File: src/rtl/rs_dispatch_pkg.sv
`default_nettype none

package rs_dispatch_pkg;

    localparam int XLEN    = 32;
    localparam int PTAG_W  = 8;
    localparam int INUM_W  = 32;
    localparam int ALUOP_W = 4;

    localparam logic [6:0] OPC_RTYPE     = 7'b0110011;
    localparam logic [6:0] OPC_NOP       = 7'b0000000;   // Bubble from rename
    localparam logic [6:0] FUNCT7_MULDIV = 7'b0000001;

    localparam logic [2:0] F3_MUL = 3'b000;
    localparam logic [2:0] F3_DIV = 3'b100;
    localparam logic [2:0] F3_REM = 3'b110;

    // Everything the integer ALU needs besides the operands
    typedef struct packed {
        logic [2:0]         func3;
        logic [XLEN-1:0]    pc;
        logic [XLEN-1:0]    immediate;
        logic               mem_to_reg;
        logic               mem_read;
        logic               mem_write;
        logic [ALUOP_W-1:0] alu_op;
        logic               alu_src1;
        logic               alu_src2;
        logic               jump;
        logic               branch;
    } alu_ctrl_t;

    typedef struct packed {
        logic [2:0]      func3;   // Selects MUL, DIV or REM
        logic [XLEN-1:0] pc;
    } muldiv_ctrl_t;

endpackage

`default_nettype wire

File: src/rtl/rs_dispatch_if.sv
`timescale 1ns/10ps
`default_nettype none

interface rs_dispatch_if #(
    parameter type PAYLOAD_T = logic
) ();

    logic                               on;
    PAYLOAD_T                           payload;
    logic [rs_dispatch_pkg::XLEN-1:0]   src1_val;
    logic [rs_dispatch_pkg::XLEN-1:0]   src2_val;
    logic [rs_dispatch_pkg::PTAG_W-1:0] src1_tag;
    logic [rs_dispatch_pkg::PTAG_W-1:0] src2_tag;
    logic [1:0]                         src_rdy;   // Bit 0 for operand 1
    logic [rs_dispatch_pkg::PTAG_W-1:0] rd_tag;
    logic [rs_dispatch_pkg::INUM_W-1:0] inst_num;
    logic                               full;

    modport decoder (
        output on, payload, src1_val, src2_val, src1_tag, src2_tag,
        output src_rdy, rd_tag, inst_num,
        input  full
    );

    modport station (
        input  on, payload, src1_val, src2_val, src1_tag, src2_tag,
        input  src_rdy, rd_tag, inst_num,
        output full
    );

endinterface

`default_nettype wire

File: src/rtl/rs_ex_decoder.sv
`timescale 1ns/10ps
`default_nettype none

module rs_ex_decoder (
    input  wire [6:0]                         in_opcode,
    input  wire [2:0]                         in_func3,
    input  wire [6:0]                         in_funct7,
    input  wire [rs_dispatch_pkg::XLEN-1:0]   in_operand1,
    input  wire [rs_dispatch_pkg::XLEN-1:0]   in_operand2,
    input  wire [rs_dispatch_pkg::XLEN-1:0]   in_pc,
    input  wire [rs_dispatch_pkg::XLEN-1:0]   immediate,
    input  wire [rs_dispatch_pkg::INUM_W-1:0] inst_num,
    input  wire [rs_dispatch_pkg::PTAG_W-1:0] rd_phy_reg,
    input  wire [rs_dispatch_pkg::PTAG_W-1:0] operand1_phy,
    input  wire [rs_dispatch_pkg::PTAG_W-1:0] operand2_phy,
    input  wire [1:0]                         valid,
    input  wire                               mem_to_reg,
    input  wire                               mem_read,
    input  wire                               mem_write,
    input  wire [rs_dispatch_pkg::ALUOP_W-1:0] alu_op,
    input  wire                               alu_src1,
    input  wire                               alu_src2,
    input  wire                               jump,
    input  wire                               branch,
    rs_dispatch_if.decoder                    add_rs,
    rs_dispatch_if.decoder                    mul_rs,
    rs_dispatch_if.decoder                    div_rs,
    output logic                              add_full,
    output logic                              mul_full,
    output logic                              div_full
);

    logic                          is_muldiv;
    logic                          to_mul;
    logic                          to_div;
    logic                          to_add;
    rs_dispatch_pkg::alu_ctrl_t    alu_pkt;
    rs_dispatch_pkg::muldiv_ctrl_t md_pkt;

    assign is_muldiv = (in_opcode == rs_dispatch_pkg::OPC_RTYPE) &&
                       (in_funct7 == rs_dispatch_pkg::FUNCT7_MULDIV);
    assign to_mul    = is_muldiv && (in_func3 == rs_dispatch_pkg::F3_MUL);
    assign to_div    = is_muldiv && (in_func3 == rs_dispatch_pkg::F3_DIV ||
                                     in_func3 == rs_dispatch_pkg::F3_REM);
    // MULH, DIVU, REMU and friends land here too
    assign to_add    = (in_opcode != rs_dispatch_pkg::OPC_NOP) && !to_mul && !to_div;

    always_comb begin
        alu_pkt.func3      = in_func3;
        alu_pkt.pc         = in_pc;
        alu_pkt.immediate  = immediate;
        alu_pkt.mem_to_reg = mem_to_reg;
        alu_pkt.mem_read   = mem_read;
        alu_pkt.mem_write  = mem_write;
        alu_pkt.alu_op     = alu_op;
        alu_pkt.alu_src1   = alu_src1;
        alu_pkt.alu_src2   = alu_src2;
        alu_pkt.jump       = jump;
        alu_pkt.branch     = branch;
        md_pkt.func3       = in_func3;
        md_pkt.pc          = in_pc;
    end

    assign add_rs.on       = to_add;
    assign add_rs.payload  = alu_pkt;
    assign add_rs.src1_val = in_operand1;
    assign add_rs.src2_val = in_operand2;
    assign add_rs.src1_tag = operand1_phy;
    assign add_rs.src2_tag = operand2_phy;
    assign add_rs.src_rdy  = valid;
    assign add_rs.rd_tag   = rd_phy_reg;
    assign add_rs.inst_num = inst_num;

    assign mul_rs.on       = to_mul;
    assign mul_rs.payload  = md_pkt;
    assign mul_rs.src1_val = in_operand1;
    assign mul_rs.src2_val = in_operand2;
    assign mul_rs.src1_tag = operand1_phy;
    assign mul_rs.src2_tag = operand2_phy;
    assign mul_rs.src_rdy  = valid;
    assign mul_rs.rd_tag   = rd_phy_reg;
    assign mul_rs.inst_num = inst_num;

    assign div_rs.on       = to_div;
    assign div_rs.payload  = md_pkt;
    assign div_rs.src1_val = in_operand1;
    assign div_rs.src2_val = in_operand2;
    assign div_rs.src1_tag = operand1_phy;
    assign div_rs.src2_tag = operand2_phy;
    assign div_rs.src_rdy  = valid;
    assign div_rs.rd_tag   = rd_phy_reg;
    assign div_rs.inst_num = inst_num;

    assign add_full = add_rs.full;   // Back-pressure toward rename
    assign mul_full = mul_rs.full;
    assign div_full = div_rs.full;

endmodule

`default_nettype wire

File: src/flat_wrapper.sv
// flat-port wrapper written by rule: the top's interface ports become plain ports
module rs_ex_decoder_flat 
  (in_opcode, in_func3, in_funct7, in_operand1, in_operand2, in_pc, immediate, inst_num, rd_phy_reg, operand1_phy, operand2_phy, valid, mem_to_reg, mem_read, mem_write, alu_op, alu_src1, alu_src2, jump, branch, add_full, mul_full, div_full, add_rs_on, add_rs_payload, add_rs_src1_val, add_rs_src2_val, add_rs_src1_tag, add_rs_src2_tag, add_rs_src_rdy, add_rs_rd_tag, add_rs_inst_num, add_rs_full, mul_rs_on, mul_rs_payload, mul_rs_src1_val, mul_rs_src2_val, mul_rs_src1_tag, mul_rs_src2_tag, mul_rs_src_rdy, mul_rs_rd_tag, mul_rs_inst_num, mul_rs_full, div_rs_on, div_rs_payload, div_rs_src1_val, div_rs_src2_val, div_rs_src1_tag, div_rs_src2_tag, div_rs_src_rdy, div_rs_rd_tag, div_rs_inst_num, div_rs_full);
  rs_dispatch_if add_rs_i ();
  rs_dispatch_if mul_rs_i ();
  rs_dispatch_if div_rs_i ();
  input  wire [6:0] in_opcode;
  input  wire [2:0] in_func3;
  input  wire [6:0] in_funct7;
  input  wire [rs_dispatch_pkg::XLEN-1:0] in_operand1;
  input  wire [rs_dispatch_pkg::XLEN-1:0] in_operand2;
  input  wire [rs_dispatch_pkg::XLEN-1:0] in_pc;
  input  wire [rs_dispatch_pkg::XLEN-1:0] immediate;
  input  wire [rs_dispatch_pkg::INUM_W-1:0] inst_num;
  input  wire [rs_dispatch_pkg::PTAG_W-1:0] rd_phy_reg;
  input  wire [rs_dispatch_pkg::PTAG_W-1:0] operand1_phy;
  input  wire [rs_dispatch_pkg::PTAG_W-1:0] operand2_phy;
  input  wire [1:0] valid;
  input  wire mem_to_reg;
  input  wire mem_read;
  input  wire mem_write;
  input  wire [rs_dispatch_pkg::ALUOP_W-1:0] alu_op;
  input  wire alu_src1;
  input  wire alu_src2;
  input  wire jump;
  input  wire branch;
  output logic add_full;
  output logic mul_full;
  output logic div_full;
  output wire logic [$bits(add_rs_i.on)-1:0] add_rs_on;
  output wire logic [$bits(add_rs_i.payload)-1:0] add_rs_payload;
  output wire logic [$bits(add_rs_i.src1_val)-1:0] add_rs_src1_val;
  output wire logic [$bits(add_rs_i.src2_val)-1:0] add_rs_src2_val;
  output wire logic [$bits(add_rs_i.src1_tag)-1:0] add_rs_src1_tag;
  output wire logic [$bits(add_rs_i.src2_tag)-1:0] add_rs_src2_tag;
  output wire logic [$bits(add_rs_i.src_rdy)-1:0] add_rs_src_rdy;
  output wire logic [$bits(add_rs_i.rd_tag)-1:0] add_rs_rd_tag;
  output wire logic [$bits(add_rs_i.inst_num)-1:0] add_rs_inst_num;
  input wire logic [$bits(add_rs_i.full)-1:0] add_rs_full;
  output wire logic [$bits(mul_rs_i.on)-1:0] mul_rs_on;
  output wire logic [$bits(mul_rs_i.payload)-1:0] mul_rs_payload;
  output wire logic [$bits(mul_rs_i.src1_val)-1:0] mul_rs_src1_val;
  output wire logic [$bits(mul_rs_i.src2_val)-1:0] mul_rs_src2_val;
  output wire logic [$bits(mul_rs_i.src1_tag)-1:0] mul_rs_src1_tag;
  output wire logic [$bits(mul_rs_i.src2_tag)-1:0] mul_rs_src2_tag;
  output wire logic [$bits(mul_rs_i.src_rdy)-1:0] mul_rs_src_rdy;
  output wire logic [$bits(mul_rs_i.rd_tag)-1:0] mul_rs_rd_tag;
  output wire logic [$bits(mul_rs_i.inst_num)-1:0] mul_rs_inst_num;
  input wire logic [$bits(mul_rs_i.full)-1:0] mul_rs_full;
  output wire logic [$bits(div_rs_i.on)-1:0] div_rs_on;
  output wire logic [$bits(div_rs_i.payload)-1:0] div_rs_payload;
  output wire logic [$bits(div_rs_i.src1_val)-1:0] div_rs_src1_val;
  output wire logic [$bits(div_rs_i.src2_val)-1:0] div_rs_src2_val;
  output wire logic [$bits(div_rs_i.src1_tag)-1:0] div_rs_src1_tag;
  output wire logic [$bits(div_rs_i.src2_tag)-1:0] div_rs_src2_tag;
  output wire logic [$bits(div_rs_i.src_rdy)-1:0] div_rs_src_rdy;
  output wire logic [$bits(div_rs_i.rd_tag)-1:0] div_rs_rd_tag;
  output wire logic [$bits(div_rs_i.inst_num)-1:0] div_rs_inst_num;
  input wire logic [$bits(div_rs_i.full)-1:0] div_rs_full;
  assign add_rs_on = add_rs_i.on;
  assign add_rs_payload = add_rs_i.payload;
  assign add_rs_src1_val = add_rs_i.src1_val;
  assign add_rs_src2_val = add_rs_i.src2_val;
  assign add_rs_src1_tag = add_rs_i.src1_tag;
  assign add_rs_src2_tag = add_rs_i.src2_tag;
  assign add_rs_src_rdy = add_rs_i.src_rdy;
  assign add_rs_rd_tag = add_rs_i.rd_tag;
  assign add_rs_inst_num = add_rs_i.inst_num;
  assign add_rs_i.full = add_rs_full;
  assign mul_rs_on = mul_rs_i.on;
  assign mul_rs_payload = mul_rs_i.payload;
  assign mul_rs_src1_val = mul_rs_i.src1_val;
  assign mul_rs_src2_val = mul_rs_i.src2_val;
  assign mul_rs_src1_tag = mul_rs_i.src1_tag;
  assign mul_rs_src2_tag = mul_rs_i.src2_tag;
  assign mul_rs_src_rdy = mul_rs_i.src_rdy;
  assign mul_rs_rd_tag = mul_rs_i.rd_tag;
  assign mul_rs_inst_num = mul_rs_i.inst_num;
  assign mul_rs_i.full = mul_rs_full;
  assign div_rs_on = div_rs_i.on;
  assign div_rs_payload = div_rs_i.payload;
  assign div_rs_src1_val = div_rs_i.src1_val;
  assign div_rs_src2_val = div_rs_i.src2_val;
  assign div_rs_src1_tag = div_rs_i.src1_tag;
  assign div_rs_src2_tag = div_rs_i.src2_tag;
  assign div_rs_src_rdy = div_rs_i.src_rdy;
  assign div_rs_rd_tag = div_rs_i.rd_tag;
  assign div_rs_inst_num = div_rs_i.inst_num;
  assign div_rs_i.full = div_rs_full;
  rs_ex_decoder u_core (.in_opcode(in_opcode), .in_func3(in_func3), .in_funct7(in_funct7), .in_operand1(in_operand1), .in_operand2(in_operand2), .in_pc(in_pc), .immediate(immediate), .inst_num(inst_num), .rd_phy_reg(rd_phy_reg), .operand1_phy(operand1_phy), .operand2_phy(operand2_phy), .valid(valid), .mem_to_reg(mem_to_reg), .mem_read(mem_read), .mem_write(mem_write), .alu_op(alu_op), .alu_src1(alu_src1), .alu_src2(alu_src2), .jump(jump), .branch(branch), .add_rs(add_rs_i), .mul_rs(mul_rs_i), .div_rs(div_rs_i), .add_full(add_full), .mul_full(mul_full), .div_full(div_full));
endmodule
File: config.mk
export PLATFORM = sky130hd
export DESIGN_NAME = rs_ex_decoder_flat
export DESIGN_NICKNAME = d
export VERILOG_FILES = /design/src/rtl/rs_dispatch_pkg.sv /design/src/rtl/rs_dispatch_if.sv /design/src/rtl/rs_ex_decoder.sv /design/src/flat_wrapper.sv
export SDC_FILE = /design/constraint.sdc
export NUM_CORES = 1
export LEC_CHECK = 0
export ABC_AREA = 1
export BUFFER_PORTS_ARGS = -buffer_cell sky130_fd_sc_hd__buf_2
export CAP_MARGIN = 20
export CORE_AREA = 2 2 231 233
export DETAILED_ROUTE_END_ITERATION = 16
export DIE_AREA = 0 0 233 235
export SLEW_MARGIN = 10
export SYNTH_ARGS = -nofsm -noshare
export SYNTH_HDL_FRONTEND = slang
export SYNTH_SLANG_ARGS = --single-unit
export TNS_END_PERCENT = 30
File: constraint.sdc
create_clock -name vclk -period 1.65
set_input_delay 0.2475 -clock vclk [all_inputs]
set_output_delay 0.2475 -clock vclk [all_outputs]
set_load 0.02 [all_outputs]
After elaboration in Yosys (flattened, before gate mapping)
Index checks and enable logic that the tools add are counted.
{"block": "totals", "register_bits": 0, "input_bits": 217, "out_inout_bits": 375, "wordCells": 14}
{"block": "classes", "n_eq_ne": 4, "reduce_logical": 10}
{"op": "== test 7 x 1 -> 1 bit (second input constant)", "n": 1}
{"op": "== test 7 x 6 -> 1 bit (second input constant)", "n": 1}
{"op": "nonzero test 7 bit", "n": 1}
{"op": "== test 3 bit (second input constant)", "n": 2}
{"op": "logical AND 1 bit", "n": 5}
{"op": "zero test 3 bit", "n": 1}
{"op": "zero test 1 bit", "n": 2}
{"op": "logical OR 1 bit", "n": 1}

Logic depth before layout (Yosys ltp)
{"block": "logic_depth", "ltp_word": 6, "mapped_depth": 7, "ltp_nobuf": 7}

Least setup slack after synthesis
Ideal clock, no wire load.
{"block": "synth_path", "path_kind": "in2out", "from": "input port in_opcode[3]", "to": "output port div_rs_on", "arrival_time_ns": 0.931, "required_ns": 1.402, "setup_slack_ns": 0.471, "path_stages": 4, "n_path_buf": 0, "path_cell_list": "nor2_4 > nand4_1 > or2_1 > nor2_1"}
{"block": "synth_between", "elab_chain_len": 3}
{"element": "start, declared", "line_no": "flat_wrapper.sv:7", "source": "input wire [6:0] in_opcode;"}
{"element": "== test 7 x 6 -> 1 bit", "line_no": "rs_ex_decoder.sv:40", "source": "assign is_muldiv = (in_opcode == rs_dispatch_pkg::OPC_RTYPE) &&"}
{"element": "logical AND 1 bit", "line_no": "rs_ex_decoder.sv:40"}
{"element": "logical AND 1 bit", "line_no": "rs_ex_decoder.sv:43", "source": "assign to_div = is_muldiv && (in_func3 == rs_dispatch_pkg::F3_DIV ||"}
{"element": "end, declared", "line_no": "flat_wrapper.sv:50", "source": "output wire logic [$bits(div_rs_i.on)-1:0] div_rs_on;"}
No other way between the ends.

Worst setup path after layout
{"block": "layout_path", "from": "input port in_funct7[1]", "to": "output port mul_rs_on"}
{"block": "layout_between", "elab_chain_len": 3}
{"element": "start, declared", "line_no": "flat_wrapper.sv:9", "source": "input wire [6:0] in_funct7;"}
{"element": "== test 7 x 1 -> 1 bit", "line_no": "rs_ex_decoder.sv:41", "source": "(in_funct7 == rs_dispatch_pkg::FUNCT7_MULDIV);"}
{"element": "logical AND 1 bit", "line_no": "rs_ex_decoder.sv:40"}
{"element": "logical AND 1 bit", "line_no": "rs_ex_decoder.sv:42", "source": "assign to_mul = is_muldiv && (in_func3 == rs_dispatch_pkg::F3_MUL);"}
{"element": "end, declared", "line_no": "flat_wrapper.sv:40", "source": "output wire logic [$bits(mul_rs_i.on)-1:0] mul_rs_on;"}
No other way between the ends.

==> out/metrics.yaml <==
netlist_instances: 408
place_congestion: 0.5047
rsz0062_at_grt: "yes"
hold_viol_final: 0
row_count: 84
syn_avg_cell_area_um2: 7.228
max-cap-violations: 0
dieArea_um2: 54760
status: "finished, final reports clean"
crit_buf_inv: 2
multi_input_area_um2: 146.4
die_h_um: 235
synth-adder-area-share_pct: 0
yosys.area_share.simple_pct: 4.540
fin_area_um2: 1167
cp-start-kind: "input pin"
hpwl_um: 6880
max_clock_freq_mhz: 634.4
crit_type: "in2out"
start_util_pct: 5.646
hold_depth: 0
design.seq.count: 0
syn_nets: 625
synth-xor-area-share_pct: 0
grt_pass1_wl_um: 8970
cpPeakStageDelay_ps: 350
fillers: 6233
fin_hold_ws_ps: 495.0
core-area_um2: 52240
area_growth_pct: -60.42
end_kind: "output pin"
seq_area_um2: 0
cp_max_fo: 2
gr-total-overflow: 0
period_needed_ps: 1576
postRouteAntennaNets: 0
dr.pass1.iters: 4
finalSetupViolCount: 0
crit_chain: "buf_12 > nor2_4 > nand4_1 > or2_1 > nor2_1 > buf_4"
n_clock_buffer: 0
postLayoutCoreUtil_pct: 2.235
drc: 0
cp.arrival_ps: 1330
avgRoutedWirePerCell_um: 10.46
first_global_vias: 812
synth_area_um2: 2949
synth_compound_area_share_pct: 0
grt_util_all_layers_pct: 2.525
cp.depth: 6
finalWirelength_um: 7790
final.setup.worst_slack_ps: 73.68
finalCritPeriodShare_pct: 95.53
port_buffers: 20
antenna_found_initial: 0
place_area_um2: 1117
die_x_um: 233
hold_buffers: 0
drive_above_1_share_pct: 44.64
pre_cts_slack_ps: -172.0
synth_top_family_by_area: "buffers and inverters"
hp-class: "in2out"
crit_required_ps: 1400
nets: 275
grt_max_degree: 4
worstMarginPinSlew_ps: 311.8
synth_cell_type_count: 9
slew_viol_final: 0
synth_warnings: 0
detail_route.vias_per_cell: 0.9181
first_iter_violations: 32
slowest_stage: "or2_1"
ioPinCount: 592
max_slew_margin_pct: 79.05
synth.area.mux_share_pct: 0
critical_path.top_delay_family: "simple AND/OR/NAND/NOR gates"
yosysSeqAreaShare_pct: 0
dr_total_vias: 684
==> final timing paths <==
kind	startpoint	endpoint
max	in_funct7[1]	mul_rs_on
min	inst_num[7]	add_rs_inst_num[7]
==> layout by cell type (no fill, tap or decap), drive strengths merged <==
cell type,count
inv,6
diode,1
nand2,7
or2,1
nor3,2
nand3,3
nor2,15
nand4,2
buf,20
==> logic make-up after synthesis <==
group,after synthesis
buffers and inverters,378
AND/OR/NAND/NOR,30
==> cells in the mapped netlist <==
master | count | area, µm²
nand3_1 | 3 | 15.01
inv_1 | 6 | 22.52
buf_4 | 372 | 2793
nand2_1 | 7 | 26.28
nand4_1 | 2 | 12.51
nor2_4 | 1 | 11.26
nor3_1 | 2 | 10.01
or2_1 | 1 | 6.260
nor2_1 | 14 | 52.55
==> layout make-up <==
class | count | area share (%)
timing repair buffer | 20 | 11.36
multi-input combinational | 30 | 12.54
antenna | 1 | 0.2144
inverter | 6 | 2.144
tap | 688 | 73.74
==> metrics by stage <==
stage	setup TNS, ps	std cells
3_5_place_dp	-454.7	744
6_report	0	745
2_1_floorplan	0	408
4_1_cts	0	744
5_1_grt	-3.651	744
3_3_place_gp	-418.5	744
==> timing repair <==
| action | in CTS | in global routing |
|---|---|---|
| pin swaps | 4 | 5 |
| setup buffers | 0 | 0 |
| resized for setup | 6 | 8 |
| endpoints found under the setup margin | 3 | 3 |
==> metal layers <==
| layer | global-route usage (%) | vias up | share of wire [%] |
|---|---|---|---|
| met4 | 4.652 | 0 | 19 |
| li1 | - | 153 | - |
| met5 | 0 | - | 0 |
| met1 | 1.456 | 179 | 20 |
| met2 | 3.427 | 213 | 38 |
| met3 | 2.087 | 139 | 23 |
