**config.mk**
```make
export PLATFORM = sky130hd
export DESIGN_NAME = reservation_station_flat
export DESIGN_NICKNAME = d
export VERILOG_FILES = /design/src/rtl/rs_dispatch_pkg.sv /design/src/rtl/rs_dispatch_if.sv /design/src/rtl/reservation_station.sv /design/src/flat_wrapper.sv
export SDC_FILE = /design/constraint.sdc
export NUM_CORES = 2
export LEC_CHECK = 0
export ABC_CLOCK_PERIOD_IN_PS = 12700
export BUFFER_PORTS_ARGS = -buffer_cell sky130_fd_sc_hd__buf_4
export CAP_MARGIN = 10
export CORE_ASPECT_RATIO = 1.5
export CORE_UTILIZATION = 55
export CTS_BUF_LIST = sky130_fd_sc_hd__clkbuf_4 sky130_fd_sc_hd__clkbuf_8 sky130_fd_sc_hd__clkbuf_16
export CTS_CLUSTER_SIZE = 30
export DETAILED_ROUTE_END_ITERATION = 7
export MAX_ROUTING_LAYER = met4
export PLACE_DENSITY = 0.76
export SYNTH_ARGS = -nofsm -noshare
export SYNTH_HDL_FRONTEND = slang
export SYNTH_SLANG_ARGS = --single-unit
export TNS_END_PERCENT = 50
```
**constraint.sdc**
```tcl
create_clock -name clk -period 12.7 [get_ports clk]
set_input_delay 2.54 -clock clk [delete_from_list [all_inputs] [get_ports clk]]
set_output_delay 2.54 -clock clk [all_outputs]
set_load 0.1 [all_outputs]
```
**src/rtl/rs_dispatch_pkg.sv**
```systemverilog
`default_nettype none

package rs_dispatch_pkg;

    localparam int XLEN    = 32;
    localparam int PTAG_W  = 8;
    localparam int INUM_W  = 32;
    localparam int ALUOP_W = 4;

    localparam logic [6:0] OPC_RTYPE     = 7'b0110011;
    localparam logic [6:0] OPC_NOP       = 7'b0000000;   // Bubble from rename
    localparam logic [6:0] FUNCT7_MULDIV = 7'b0000001;

    localparam logic [2:0] F3_MUL = 3'b000;
    localparam logic [2:0] F3_DIV = 3'b100;
    localparam logic [2:0] F3_REM = 3'b110;

    // Everything the integer ALU needs besides the operands
    typedef struct packed {
        logic [2:0]         func3;
        logic [XLEN-1:0]    pc;
        logic [XLEN-1:0]    immediate;
        logic               mem_to_reg;
        logic               mem_read;
        logic               mem_write;
        logic [ALUOP_W-1:0] alu_op;
        logic               alu_src1;
        logic               alu_src2;
        logic               jump;
        logic               branch;
    } alu_ctrl_t;

    typedef struct packed {
        logic [2:0]      func3;   // Selects MUL, DIV or REM
        logic [XLEN-1:0] pc;
    } muldiv_ctrl_t;

endpackage

`default_nettype wire

```
**src/rtl/rs_dispatch_if.sv**
```systemverilog
`timescale 1ns/10ps
`default_nettype none

interface rs_dispatch_if #(
    parameter type PAYLOAD_T = logic
) ();

    logic                               on;
    PAYLOAD_T                           payload;
    logic [rs_dispatch_pkg::XLEN-1:0]   src1_val;
    logic [rs_dispatch_pkg::XLEN-1:0]   src2_val;
    logic [rs_dispatch_pkg::PTAG_W-1:0] src1_tag;
    logic [rs_dispatch_pkg::PTAG_W-1:0] src2_tag;
    logic [1:0]                         src_rdy;   // Bit 0 for operand 1
    logic [rs_dispatch_pkg::PTAG_W-1:0] rd_tag;
    logic [rs_dispatch_pkg::INUM_W-1:0] inst_num;
    logic                               full;

    modport decoder (
        output on, payload, src1_val, src2_val, src1_tag, src2_tag,
        output src_rdy, rd_tag, inst_num,
        input  full
    );

    modport station (
        input  on, payload, src1_val, src2_val, src1_tag, src2_tag,
        input  src_rdy, rd_tag, inst_num,
        output full
    );

endinterface

`default_nettype wire

```
**src/rtl/reservation_station.sv**
```systemverilog
`timescale 1ns/10ps
`default_nettype none

module reservation_station #(
    parameter int  RS_DEPTH  = 8,
    parameter type PAYLOAD_T = rs_dispatch_pkg::muldiv_ctrl_t
) (
    input  wire                                clk,
    input  wire                                reset,
    rs_dispatch_if.station                     disp,
    input  wire                                res_valid,
    input  wire [rs_dispatch_pkg::PTAG_W-1:0]  res_tag,
    input  wire [rs_dispatch_pkg::XLEN-1:0]    res_value,
    output logic                               issue_valid,
    output logic [rs_dispatch_pkg::XLEN-1:0]   issue_op1,
    output logic [rs_dispatch_pkg::XLEN-1:0]   issue_op2,
    output logic [rs_dispatch_pkg::PTAG_W-1:0] issue_rd_tag,
    output logic [rs_dispatch_pkg::INUM_W-1:0] issue_inst_num,
    output PAYLOAD_T                           issue_payload
);

    localparam int SLOT_W = $clog2(RS_DEPTH);

    logic [RS_DEPTH-1:0]               busy;
    logic [SLOT_W-1:0]                 age     [RS_DEPTH];   // 0 is the oldest live entry
    logic [1:0]                        rdy     [RS_DEPTH];
    logic [rs_dispatch_pkg::PTAG_W-1:0] tag1   [RS_DEPTH];
    logic [rs_dispatch_pkg::PTAG_W-1:0] tag2   [RS_DEPTH];
    logic [rs_dispatch_pkg::XLEN-1:0]  val1    [RS_DEPTH];
    logic [rs_dispatch_pkg::XLEN-1:0]  val2    [RS_DEPTH];
    logic [rs_dispatch_pkg::PTAG_W-1:0] rd_tag [RS_DEPTH];
    logic [rs_dispatch_pkg::INUM_W-1:0] inum   [RS_DEPTH];
    PAYLOAD_T                          payload [RS_DEPTH];

    logic                              sel_found;
    logic [SLOT_W-1:0]                 sel_idx;
    logic [SLOT_W-1:0]                 sel_age;
    logic                              free_found;
    logic [SLOT_W-1:0]                 free_idx;
    logic [SLOT_W:0]                   occupancy;
    logic [SLOT_W:0]                   new_age;
    logic [1:0]                        in_rdy;
    logic [rs_dispatch_pkg::XLEN-1:0]  in_val1;
    logic [rs_dispatch_pkg::XLEN-1:0]  in_val2;

    // Oldest ready entry, lowest free slot and occupancy in one pass
    always_comb begin
        sel_found  = 1'b0;
        sel_idx    = '0;
        sel_age    = '0;
        free_found = 1'b0;
        free_idx   = '0;
        occupancy  = '0;
        for (int i = 0; i < RS_DEPTH; i++) begin
            if (busy[i] && (&rdy[i]) && (!sel_found || age[i] < sel_age)) begin
                sel_found = 1'b1;
                sel_idx   = SLOT_W'(i);
                sel_age   = age[i];
            end
            if (!busy[i] && !free_found) begin
                free_found = 1'b1;
                free_idx   = SLOT_W'(i);
            end
            occupancy = occupancy + (SLOT_W + 1)'(busy[i]);
        end
    end

    // Entries left behind after this edge's issue
    assign new_age   = occupancy - (SLOT_W + 1)'(sel_found);
    assign disp.full = &busy;

    // Result arriving in the dispatch cycle is caught on the way in
    always_comb begin
        in_rdy  = disp.src_rdy;
        in_val1 = disp.src1_val;
        in_val2 = disp.src2_val;
        if (res_valid && !disp.src_rdy[0] && disp.src1_tag == res_tag) begin
            in_rdy[0] = 1'b1;
            in_val1   = res_value;
        end
        if (res_valid && !disp.src_rdy[1] && disp.src2_tag == res_tag) begin
            in_rdy[1] = 1'b1;
            in_val2   = res_value;
        end
    end

    always_ff @(posedge clk) begin
        if (reset) begin
            busy        <= '0;
            age         <= '{default: '0};
            issue_valid <= 1'b0;
        end else begin
            issue_valid <= sel_found;
            for (int i = 0; i < RS_DEPTH; i++) begin
                if (sel_found && busy[i] && age[i] > sel_age) begin
                    age[i] <= age[i] - 1'b1;   // Close the gap left by the issued entry
                end
            end
            if (sel_found) begin
                busy[sel_idx] <= 1'b0;
            end
            if (disp.on) begin
                busy[free_idx] <= 1'b1;
                age[free_idx]  <= new_age[SLOT_W-1:0];
            end
        end
    end

    always_ff @(posedge clk) begin
        for (int i = 0; i < RS_DEPTH; i++) begin
            if (busy[i] && res_valid) begin
                if (!rdy[i][0] && tag1[i] == res_tag) begin
                    val1[i]   <= res_value;
                    rdy[i][0] <= 1'b1;
                end
                if (!rdy[i][1] && tag2[i] == res_tag) begin
                    val2[i]   <= res_value;
                    rdy[i][1] <= 1'b1;
                end
            end
        end
        if (disp.on) begin
            rdy[free_idx]     <= in_rdy;
            tag1[free_idx]    <= disp.src1_tag;
            tag2[free_idx]    <= disp.src2_tag;
            val1[free_idx]    <= in_val1;
            val2[free_idx]    <= in_val2;
            rd_tag[free_idx]  <= disp.rd_tag;
            inum[free_idx]    <= disp.inst_num;
            payload[free_idx] <= disp.payload;
        end
        if (sel_found) begin
            issue_op1      <= val1[sel_idx];
            issue_op2      <= val2[sel_idx];
            issue_rd_tag   <= rd_tag[sel_idx];
            issue_inst_num <= inum[sel_idx];
            issue_payload  <= payload[sel_idx];
        end
    end

    // Rename has to honour the full level
    a_no_disp_when_full : assert property (
        @(posedge clk) disable iff (reset) disp.on |-> !disp.full
    ) else $error("dispatch into a full station");

    // Live entries hold the ages 0 to occupancy - 1
    a_age_in_range : assert property (
        @(posedge clk) disable iff (reset)
        sel_found |-> sel_age < occupancy
    ) else $error("selected entry has an age beyond the occupancy");

endmodule

`default_nettype wire

```
**src/flat_wrapper.sv**
```systemverilog
// flat-port wrapper written by rule: the top's interface ports become plain ports
module reservation_station_flat 
#(
    parameter int  RS_DEPTH  = 8,
    parameter type PAYLOAD_T = rs_dispatch_pkg::muldiv_ctrl_t
)
  (clk, reset, res_valid, res_tag, res_value, issue_valid, issue_op1, issue_op2, issue_rd_tag, issue_inst_num, issue_payload, disp_on, disp_payload, disp_src1_val, disp_src2_val, disp_src1_tag, disp_src2_tag, disp_src_rdy, disp_rd_tag, disp_inst_num, disp_full);
  rs_dispatch_if #(.PAYLOAD_T(PAYLOAD_T)) disp_i ();
  input  wire clk;
  input  wire reset;
  input  wire res_valid;
  input  wire [rs_dispatch_pkg::PTAG_W-1:0] res_tag;
  input  wire [rs_dispatch_pkg::XLEN-1:0] res_value;
  output logic issue_valid;
  output logic [rs_dispatch_pkg::XLEN-1:0] issue_op1;
  output logic [rs_dispatch_pkg::XLEN-1:0] issue_op2;
  output logic [rs_dispatch_pkg::PTAG_W-1:0] issue_rd_tag;
  output logic [rs_dispatch_pkg::INUM_W-1:0] issue_inst_num;
  output PAYLOAD_T issue_payload;
  input wire logic [$bits(disp_i.on)-1:0] disp_on;
  input wire logic [$bits(disp_i.payload)-1:0] disp_payload;
  input wire logic [$bits(disp_i.src1_val)-1:0] disp_src1_val;
  input wire logic [$bits(disp_i.src2_val)-1:0] disp_src2_val;
  input wire logic [$bits(disp_i.src1_tag)-1:0] disp_src1_tag;
  input wire logic [$bits(disp_i.src2_tag)-1:0] disp_src2_tag;
  input wire logic [$bits(disp_i.src_rdy)-1:0] disp_src_rdy;
  input wire logic [$bits(disp_i.rd_tag)-1:0] disp_rd_tag;
  input wire logic [$bits(disp_i.inst_num)-1:0] disp_inst_num;
  output wire logic [$bits(disp_i.full)-1:0] disp_full;
  assign disp_i.on = disp_on;
  assign disp_i.payload = disp_payload;
  assign disp_i.src1_val = disp_src1_val;
  assign disp_i.src2_val = disp_src2_val;
  assign disp_i.src1_tag = disp_src1_tag;
  assign disp_i.src2_tag = disp_src2_tag;
  assign disp_i.src_rdy = disp_src_rdy;
  assign disp_i.rd_tag = disp_rd_tag;
  assign disp_i.inst_num = disp_inst_num;
  assign disp_full = disp_i.full;
  reservation_station #(.RS_DEPTH(RS_DEPTH), .PAYLOAD_T(PAYLOAD_T)) u_core (.clk(clk), .reset(reset), .disp(disp_i), .res_valid(res_valid), .res_tag(res_tag), .res_value(res_value), .issue_valid(issue_valid), .issue_op1(issue_op1), .issue_op2(issue_op2), .issue_rd_tag(issue_rd_tag), .issue_inst_num(issue_inst_num), .issue_payload(issue_payload));
endmodule
```
Word level (Yosys, flattened, before mapping)
Memory sizes are Yosys's and may differ from the RTL's. A register that Yosys moved wholly into a read port is not among the register bits.
Index checks and enable logic that the tools add are counted.

storage, ports and cells
  memory bits (writable) = 1,256
  memories kept = 8
  output and inout port bits = 141
  register bits after elaboration = 33
  bits of input ports = 201
  word-level logic and storage cells = 318

operators by class
  eq/ne operators = 18
  reductions and logical operators = 123
  add/subtract/negate cells = 16
  muxes and demuxes = 118
  bitwise gates (word level) = 4
  $lt $le $gt $ge = 21

memory list
  memory          depth  bits a word  rd ports  clocked after memory_dff  write ports  RTL line                   RTL
  u_core.payload  8      35           1         1                         1            reservation_station.sv:33  PAYLOAD_T payload [RS_DEPTH];
  u_core.inum     8      32           1         1                         1            reservation_station.sv:32  logic [rs_dispatch_pkg::INUM_W-1:0] inum [RS_DEPTH];
  u_core.val1     8      32           1         1                         9            reservation_station.sv:29  logic [rs_dispatch_pkg::XLEN-1:0] val1 [RS_DEPTH];
  u_core.val2     8      32           1         1                         9            reservation_station.sv:30  logic [rs_dispatch_pkg::XLEN-1:0] val2 [RS_DEPTH];
  u_core.rd_tag   8      8            1         1                         1            reservation_station.sv:31  logic [rs_dispatch_pkg::PTAG_W-1:0] rd_tag [RS_DEPTH];
  u_core.tag1     8      8            8         0                         1            reservation_station.sv:27  logic [rs_dispatch_pkg::PTAG_W-1:0] tag1 [RS_DEPTH];
  +2 memories     --     --           --        --                        --           --

operators with widths
  operator                                                                             number
  8-bit equality test                                                                  18
  3-bit 2-to-1 mux                                                                     33
  1-bit 2-to-1 mux                                                                     71
  1-bit logical AND                                                                    69
  32-bit 2-to-1 mux                                                                    2
  1-bit logical NOT                                                                    38
  24-bit bitwise mux                                                                   1
  3-bit > comparator                                                                   8
  24-bit 2-to-1 mux                                                                    1
  8-bit 2-to-1 mux                                                                     3
  3-bit by 1-bit subtractor with 3-bit output, second input constant                   8
  3-bit less-than comparator                                                           7
  3-bit by 1-bit adder with 3-bit output                                               6
  2-bit AND reduction                                                                  8
  3-bit demux with 3-bit select                                                        1
  8-bit AND                                                                            1
  3-bit by 4-bit less-than comparator with 1-bit output, second input constant         2
  2-bit 2-to-1 mux                                                                     4
  8-bit inverter                                                                       1
  8-bit OR                                                                             1
  8-bit AND reduction                                                                  1
  1-bit logical OR                                                                     7
  1-bit demux with 3-bit select                                                        2
  3-bit by 1-bit greater-or-equal comparator with 1-bit output, second input constant  2
  5 further kinds                                                                      5

Depth between registers and ports, before layout
An unclocked memory read counts as a cell.

  depth after elaboration = 42
  mapped depth = 63
  gate-level depth less buffers = 56

Worst setup path after synthesis
No wires, ideal clock.

  kind = register to register
  from = register u_core.busy[0]
  to = register u_core.age[3] (netlist bit)
  setup time = 91 ps
  clock period less this slack = 12,224 ps
  buffers on the path = 7
  setup slack = 476 ps
  data arrival time = 12,133 ps
  data required time = 12,609 ps
  stages on the path, launching flop included = 61
  path through = dfxtp_1 and3_1 buf_4 nand2_1 ha_1 a21oi_1 o21ai_1 a21oi_1 mux2i_1 inv_1 ha_1 o22ai_1 a32o_2 nor2_1 mux2_2 inv_1 ha_1 a21oi_1 [... 25 more ...] mux2_2 ha_1 and2_1 nand2_1 nor3_1 a21oi_1 clkbuf_1 nand3_1 clkbuf_1 clkbuf_1 nand2_1 a21oi_1 ha_1 nand2_1 a2111oi_0 or4_4 or4_1 a311oi_1

between the ends
  word-level cells in the longest chain between the ends = 36
  elaborated cells on any way between the ends = 93
  classes of those cells = 8 x add/sub; 10 x order compare; 36 x mux; 1 x bitwise; 38 x reduce/logical

RTL lines
  what                                                                    RTL line                    RTL
  start: declaration                                                      reservation_station.sv:24   logic [RS_DEPTH-1:0] busy;
  start signal: assignment                                                reservation_station.sv:89   busy <= '0;
  start signal: indexed assignment                                        reservation_station.sv:100  busy[sel_idx] <= 1'b0;
  start signal: indexed assignment                                        reservation_station.sv:103  busy[free_idx] <= 1'b1;
  1-bit logical AND                                                       reservation_station.sv:55   if (busy[i] && (&rdy[i]) && (!sel_found || age[i] < sel_age)) begin
  3-bit 2-to-1 mux / 1-bit 2-to-1 mux (equally long branches)             reservation_station.sv:55
  3-bit less-than comparator / 1-bit logical NOT (equally long branches)  reservation_station.sv:55
  1-bit logical OR                                                        reservation_station.sv:55
  1-bit logical AND                                                       reservation_station.sv:55
  3-bit 2-to-1 mux / 1-bit 2-to-1 mux (equally long branches)             reservation_station.sv:55
  3-bit less-than comparator / 1-bit logical NOT (equally long branches)  reservation_station.sv:55
  1-bit logical OR                                                        reservation_station.sv:55
  [... 20 more ...]                                                       --
  1-bit logical AND                                                       reservation_station.sv:55
  3-bit 2-to-1 mux / 1-bit 2-to-1 mux (equally long branches)             reservation_station.sv:55
  3-bit > comparator / 1-bit logical AND (equally long branches)          reservation_station.sv:95   if (sel_found && busy[i] && age[i] > sel_age) begin
  1-bit logical AND                                                       reservation_station.sv:95
  3-bit 2-to-1 mux                                                        reservation_station.sv:95
  3-bit 2-to-1 mux                                                        reservation_station.sv:88   if (reset) begin
  24-bit bitwise mux                                                      reservation_station.sv:104  age[free_idx] <= new_age[SLOT_W-1:0];
  24-bit 2-to-1 mux (*)                                                   reservation_station.sv:102  if (disp.on) begin
  end signal: indexed assignment                                          reservation_station.sv:96   age[i] <= age[i] - 1'b1;
  end signal: indexed assignment                                          reservation_station.sv:104
  end: declaration                                                        reservation_station.sv:25   logic [SLOT_W-1:0] age [RS_DEPTH];

Mark *: on every way between the ends. The rest lies on a longest branch, timed or not. The select of a mux whose other input is x is not followed.
A chain may end at the register's enable or synchronous reset.

==> key figures <==
GRT
  • Residual overflow from global routing: 0
  • Met3 Use GR: 0.0621
  • Most used routing layer in global routing: met2
  • First-pass GRT wire length: 287000 um
  • Initial antenna violation count: 32
  • Vias in the first global route: ~46000
  • Grt met1 use: 0.361
  • Tot GR Track Use: 0.309
  • Largest net degree at the start of global routing: approximately 300
  • Met2 usage: 0.504

Floorplan
  • Num rows: ~160
  • DIE WIDTH: between 200 and 300 um
  • Die H: around 440 um
  • Die area: 127000 um2
  • Placeable core area: 124000 um2
  • Ports: between 300 and 400
  • Initial Utilization: 0.557

Synthesis
  • #FFs+latches synth: roughly 1400
  • Top area cells in the synthesized netlist: edfxtp_1 (60%), mux2_2 (8.4%), and4_1 (5.3%)
  • Biggest area consumer among synthesized cells: edfxtp_1
  • Mapped Nets: around 5600
  • Synth top area share: 0.600
  • Synthesized cell area: between 60000 and 70000 um2
  • Post-Syn Instances: roughly 5400
  • Asr flop ratio synth: 0
  • Sequential fraction of the synthesis area: 0.615
  • Ys flop type: edfxtp_1
  • Synth warnings: 0
  • Syn Area/Cell: about 13 um2
  • Yosys cell types: ~80
  • Post-synth EDFFs: around 1400

Clock network
  • Worst skew pair latency: between 0.7 and 0.8 ns
  • CTS buffer count: roughly 130
  • Clock transition at path regs: around 0.060 ns
  • CTS Hold Bufs: 0
  • Clk buf depth: 3
  • Clock root cell: clkbuf_16
  • Number of H-tree levels: 4
  • # clock sinks: between 1000 and 1500
  • CTS tree: built

Power
  • VDD IR max: roughly 0.00013 V
  • Total power: ~0.011 W
  • Leak: about 27 nW
  • Pwr/cell area: 141 nW/um2

Worst setup path
  • Cell family with most CP delay: compound AO/OA/AOI/OAI gates
  • R2R setup slack: approximately 0.6 ns
  • Slowest cell on crit path: clkbuf_16
  • Startpoint types: register
  • Worst Setup Path Type: reg2reg
  • Worst Setup End Kind: register
  • CP required: 13.17 ns
  • Worst EP arrival: between 10 and 15 ns
  • CP peak stage delay: around 0.54 ns
  • Worst path bufs/invs: 7
  • CP Max Fanout: ~240
  • Most used cell, CP: ha_1

Final layout
  • Most frequent cells in the layout: edfxtp_1 (1379), a31oi_1 (559), mux2_2 (515)
  • Design Area, Final: 77200 um2
  • Register area: 42400 um2
  • Fill cells: around 9100
  • Multi-input logic area: ~23000 um2
  • Commonest non-fill, non-tap cell in the layout: edfxtp_1
  • Layout cell share with drive strength beyond 1: 0.224
  • Layout Utilization: 0.623
  • Area growth, synth to finish: 11.9%
  • Fin cells: slightly above 7000
  • Fin nets: approximately 5600

STA
  • Finish-stage setup viols: 0
  • Slew headroom: 0.129
  • Worst Tran Pin Value: about 1.3 ns
  • Max-slew violations: 0
  • Post-route minimum period: 12.09 ns
  • Fmax: between 80 and 90 MHz
  • Fin crit share: 0.952
  • Clock Skews: 0.0335 ns
  • Fin. Hold Viols: 0

Detailed routing
  • Detailed Route Iter0 Violations: 5110
  • Routed length per instance: 27.5 um
  • Antenna-violating nets left: 0
  • Drt drc: 0
  • DR vias: between 40000 and 50000
  • Drt pass-1 iters: 5
  • WL final: slightly below 200000 um
  • Via density per instance: between 6 and 7

Status
  • Status: complete, no violations

Hold path
  • Worst hold path class: reg2reg

Job
  • Max_cap viols: 0

Place
  • Dpl cells: ~7000
  • GPL Wtd Cong: 0.917
  • Detailed Place HPWL: ~100000 um
  • IO Port Bufs: 341
  • Post-DP Area: between 70000 and 80000 um2
==> metrics by stage <==
step | setup TNS (ns) | hold WS (ns) | setup WS (ns)
CTS | 0 | 0.512 | 0.146
detailed placement | 0 | 0.501 | 0.183
global route | -0.0141 | 0.531 | -0.00987
global placement | 0 | 0.485 | 0.519
floorplan | 0 | 0.472 | 0.476
finish | 0 | 0.512 | 0.614
==> flip-flops by register name, indices dropped and copies added, names as in the netlist, 8 cells and up <==
signal                 cells
u_core.payload           280
u_core.rd_tag             64
u_core.issue_op2          32
u_core.issue_inst_num     32
u_core.val1              256
u_core.rdy                16
u_core.val2              256
u_core.issue_op1          32
u_core.tag1               64
u_core.age                24
u_core.busy                8
u_core.issue_payload      35
u_core.inum              256
u_core.tag2               64
u_core.issue_rd_tag        8
==> where the power goes <==
group	internal [W]	switching (W)
Combinational	0.000431	0.000987
Clock	0.00220	0.00178
Sequential	0.00540	0.0000756
==> worst min-delay path, stage by stage, from the launching register on <==
cell	delay (ns)
dfxtp_1	0.32
nor2_1	0.10
a21oi_1	0.04
==> layout make-up <==
class                   count  share of cell area
multi-input cells        2909               0.299
clock inverters            68             0.00865
diodes                     35             0.00113
repair buffers            433              0.0456
clock buffers             167              0.0473
well taps                1600              0.0259
inverters                 476              0.0234
flip-flops and latches   1428               0.549
==> timing repair <==
item / CTS / global route
gates resized for setup: 0 / 17
buffers inserted: 0 / 2
hold endpoints to repair: 0 / 0
setup endpoints to repair: 0 / 140
==> cells by family (layout without fill, tap and decap cells) <==
kind of cell,count (synthesis),count (layout),share of synthesized area
buffers and inverters,1019,1144,0.0558
muxes,519,519,0.0848
xor gates and xnor gates,147,147,0.0187
AOI/OAI and AO/OA,1314,1314,0.127
other,0,35,0
and+or+nand+nor,882,882,0.0904
DFF,1428,1428,0.615
adders and majority gates,47,47,0.00896
==> path summary, 6_finish.rpt <==
kind / start / end / depth (start not counted)
worst max-delay path: u_core.rdy[0][1] / u_core.issue_op1[19] / 51
worst min-delay path: u_core.rdy[6][0] / u_core.rdy[6][0] / 2
worst max register to register: u_core.rdy[0][1] / u_core.issue_op1[19] / 51
worst min register to register: u_core.rdy[6][0] / u_core.rdy[6][0] / 2
==> cells in the mapped netlist, drive strengths merged (5+ instances only) <==
cell type / instances
a2111oi: 5
and3: 9
a311oi: 13
o211ai: 280
nand2b: 12
clkbuf: 492
a31oi: 559
nor4: 33
o41ai: 20
nor2: 73
inv: 473
or2: 6
nand3: 20
or3: 18
nand4: 168
a211oi: 8
a21boi: 143
or4: 6
buf: 51
o31a: 20
ha: 43
dfxtp: 49
a21oi: 53
and4: 414
mux2: 516
nor3: 30
xnor2: 77
xor2: 70
o21ai: 165
nor3b: 5
nand2: 65
edfxtp: 1379
a21o: 7
o31ai: 7
and2: 8
==> per-layer routing <==
metal / vias up / routed length (um)
met1: 23600 / 70300
met5: - / 0
met3: 512 / 19300
met2: 2479 / 97100
met4: 0 / 8860
li1: 21100 / -
Power figures use the tool's default switching activity.
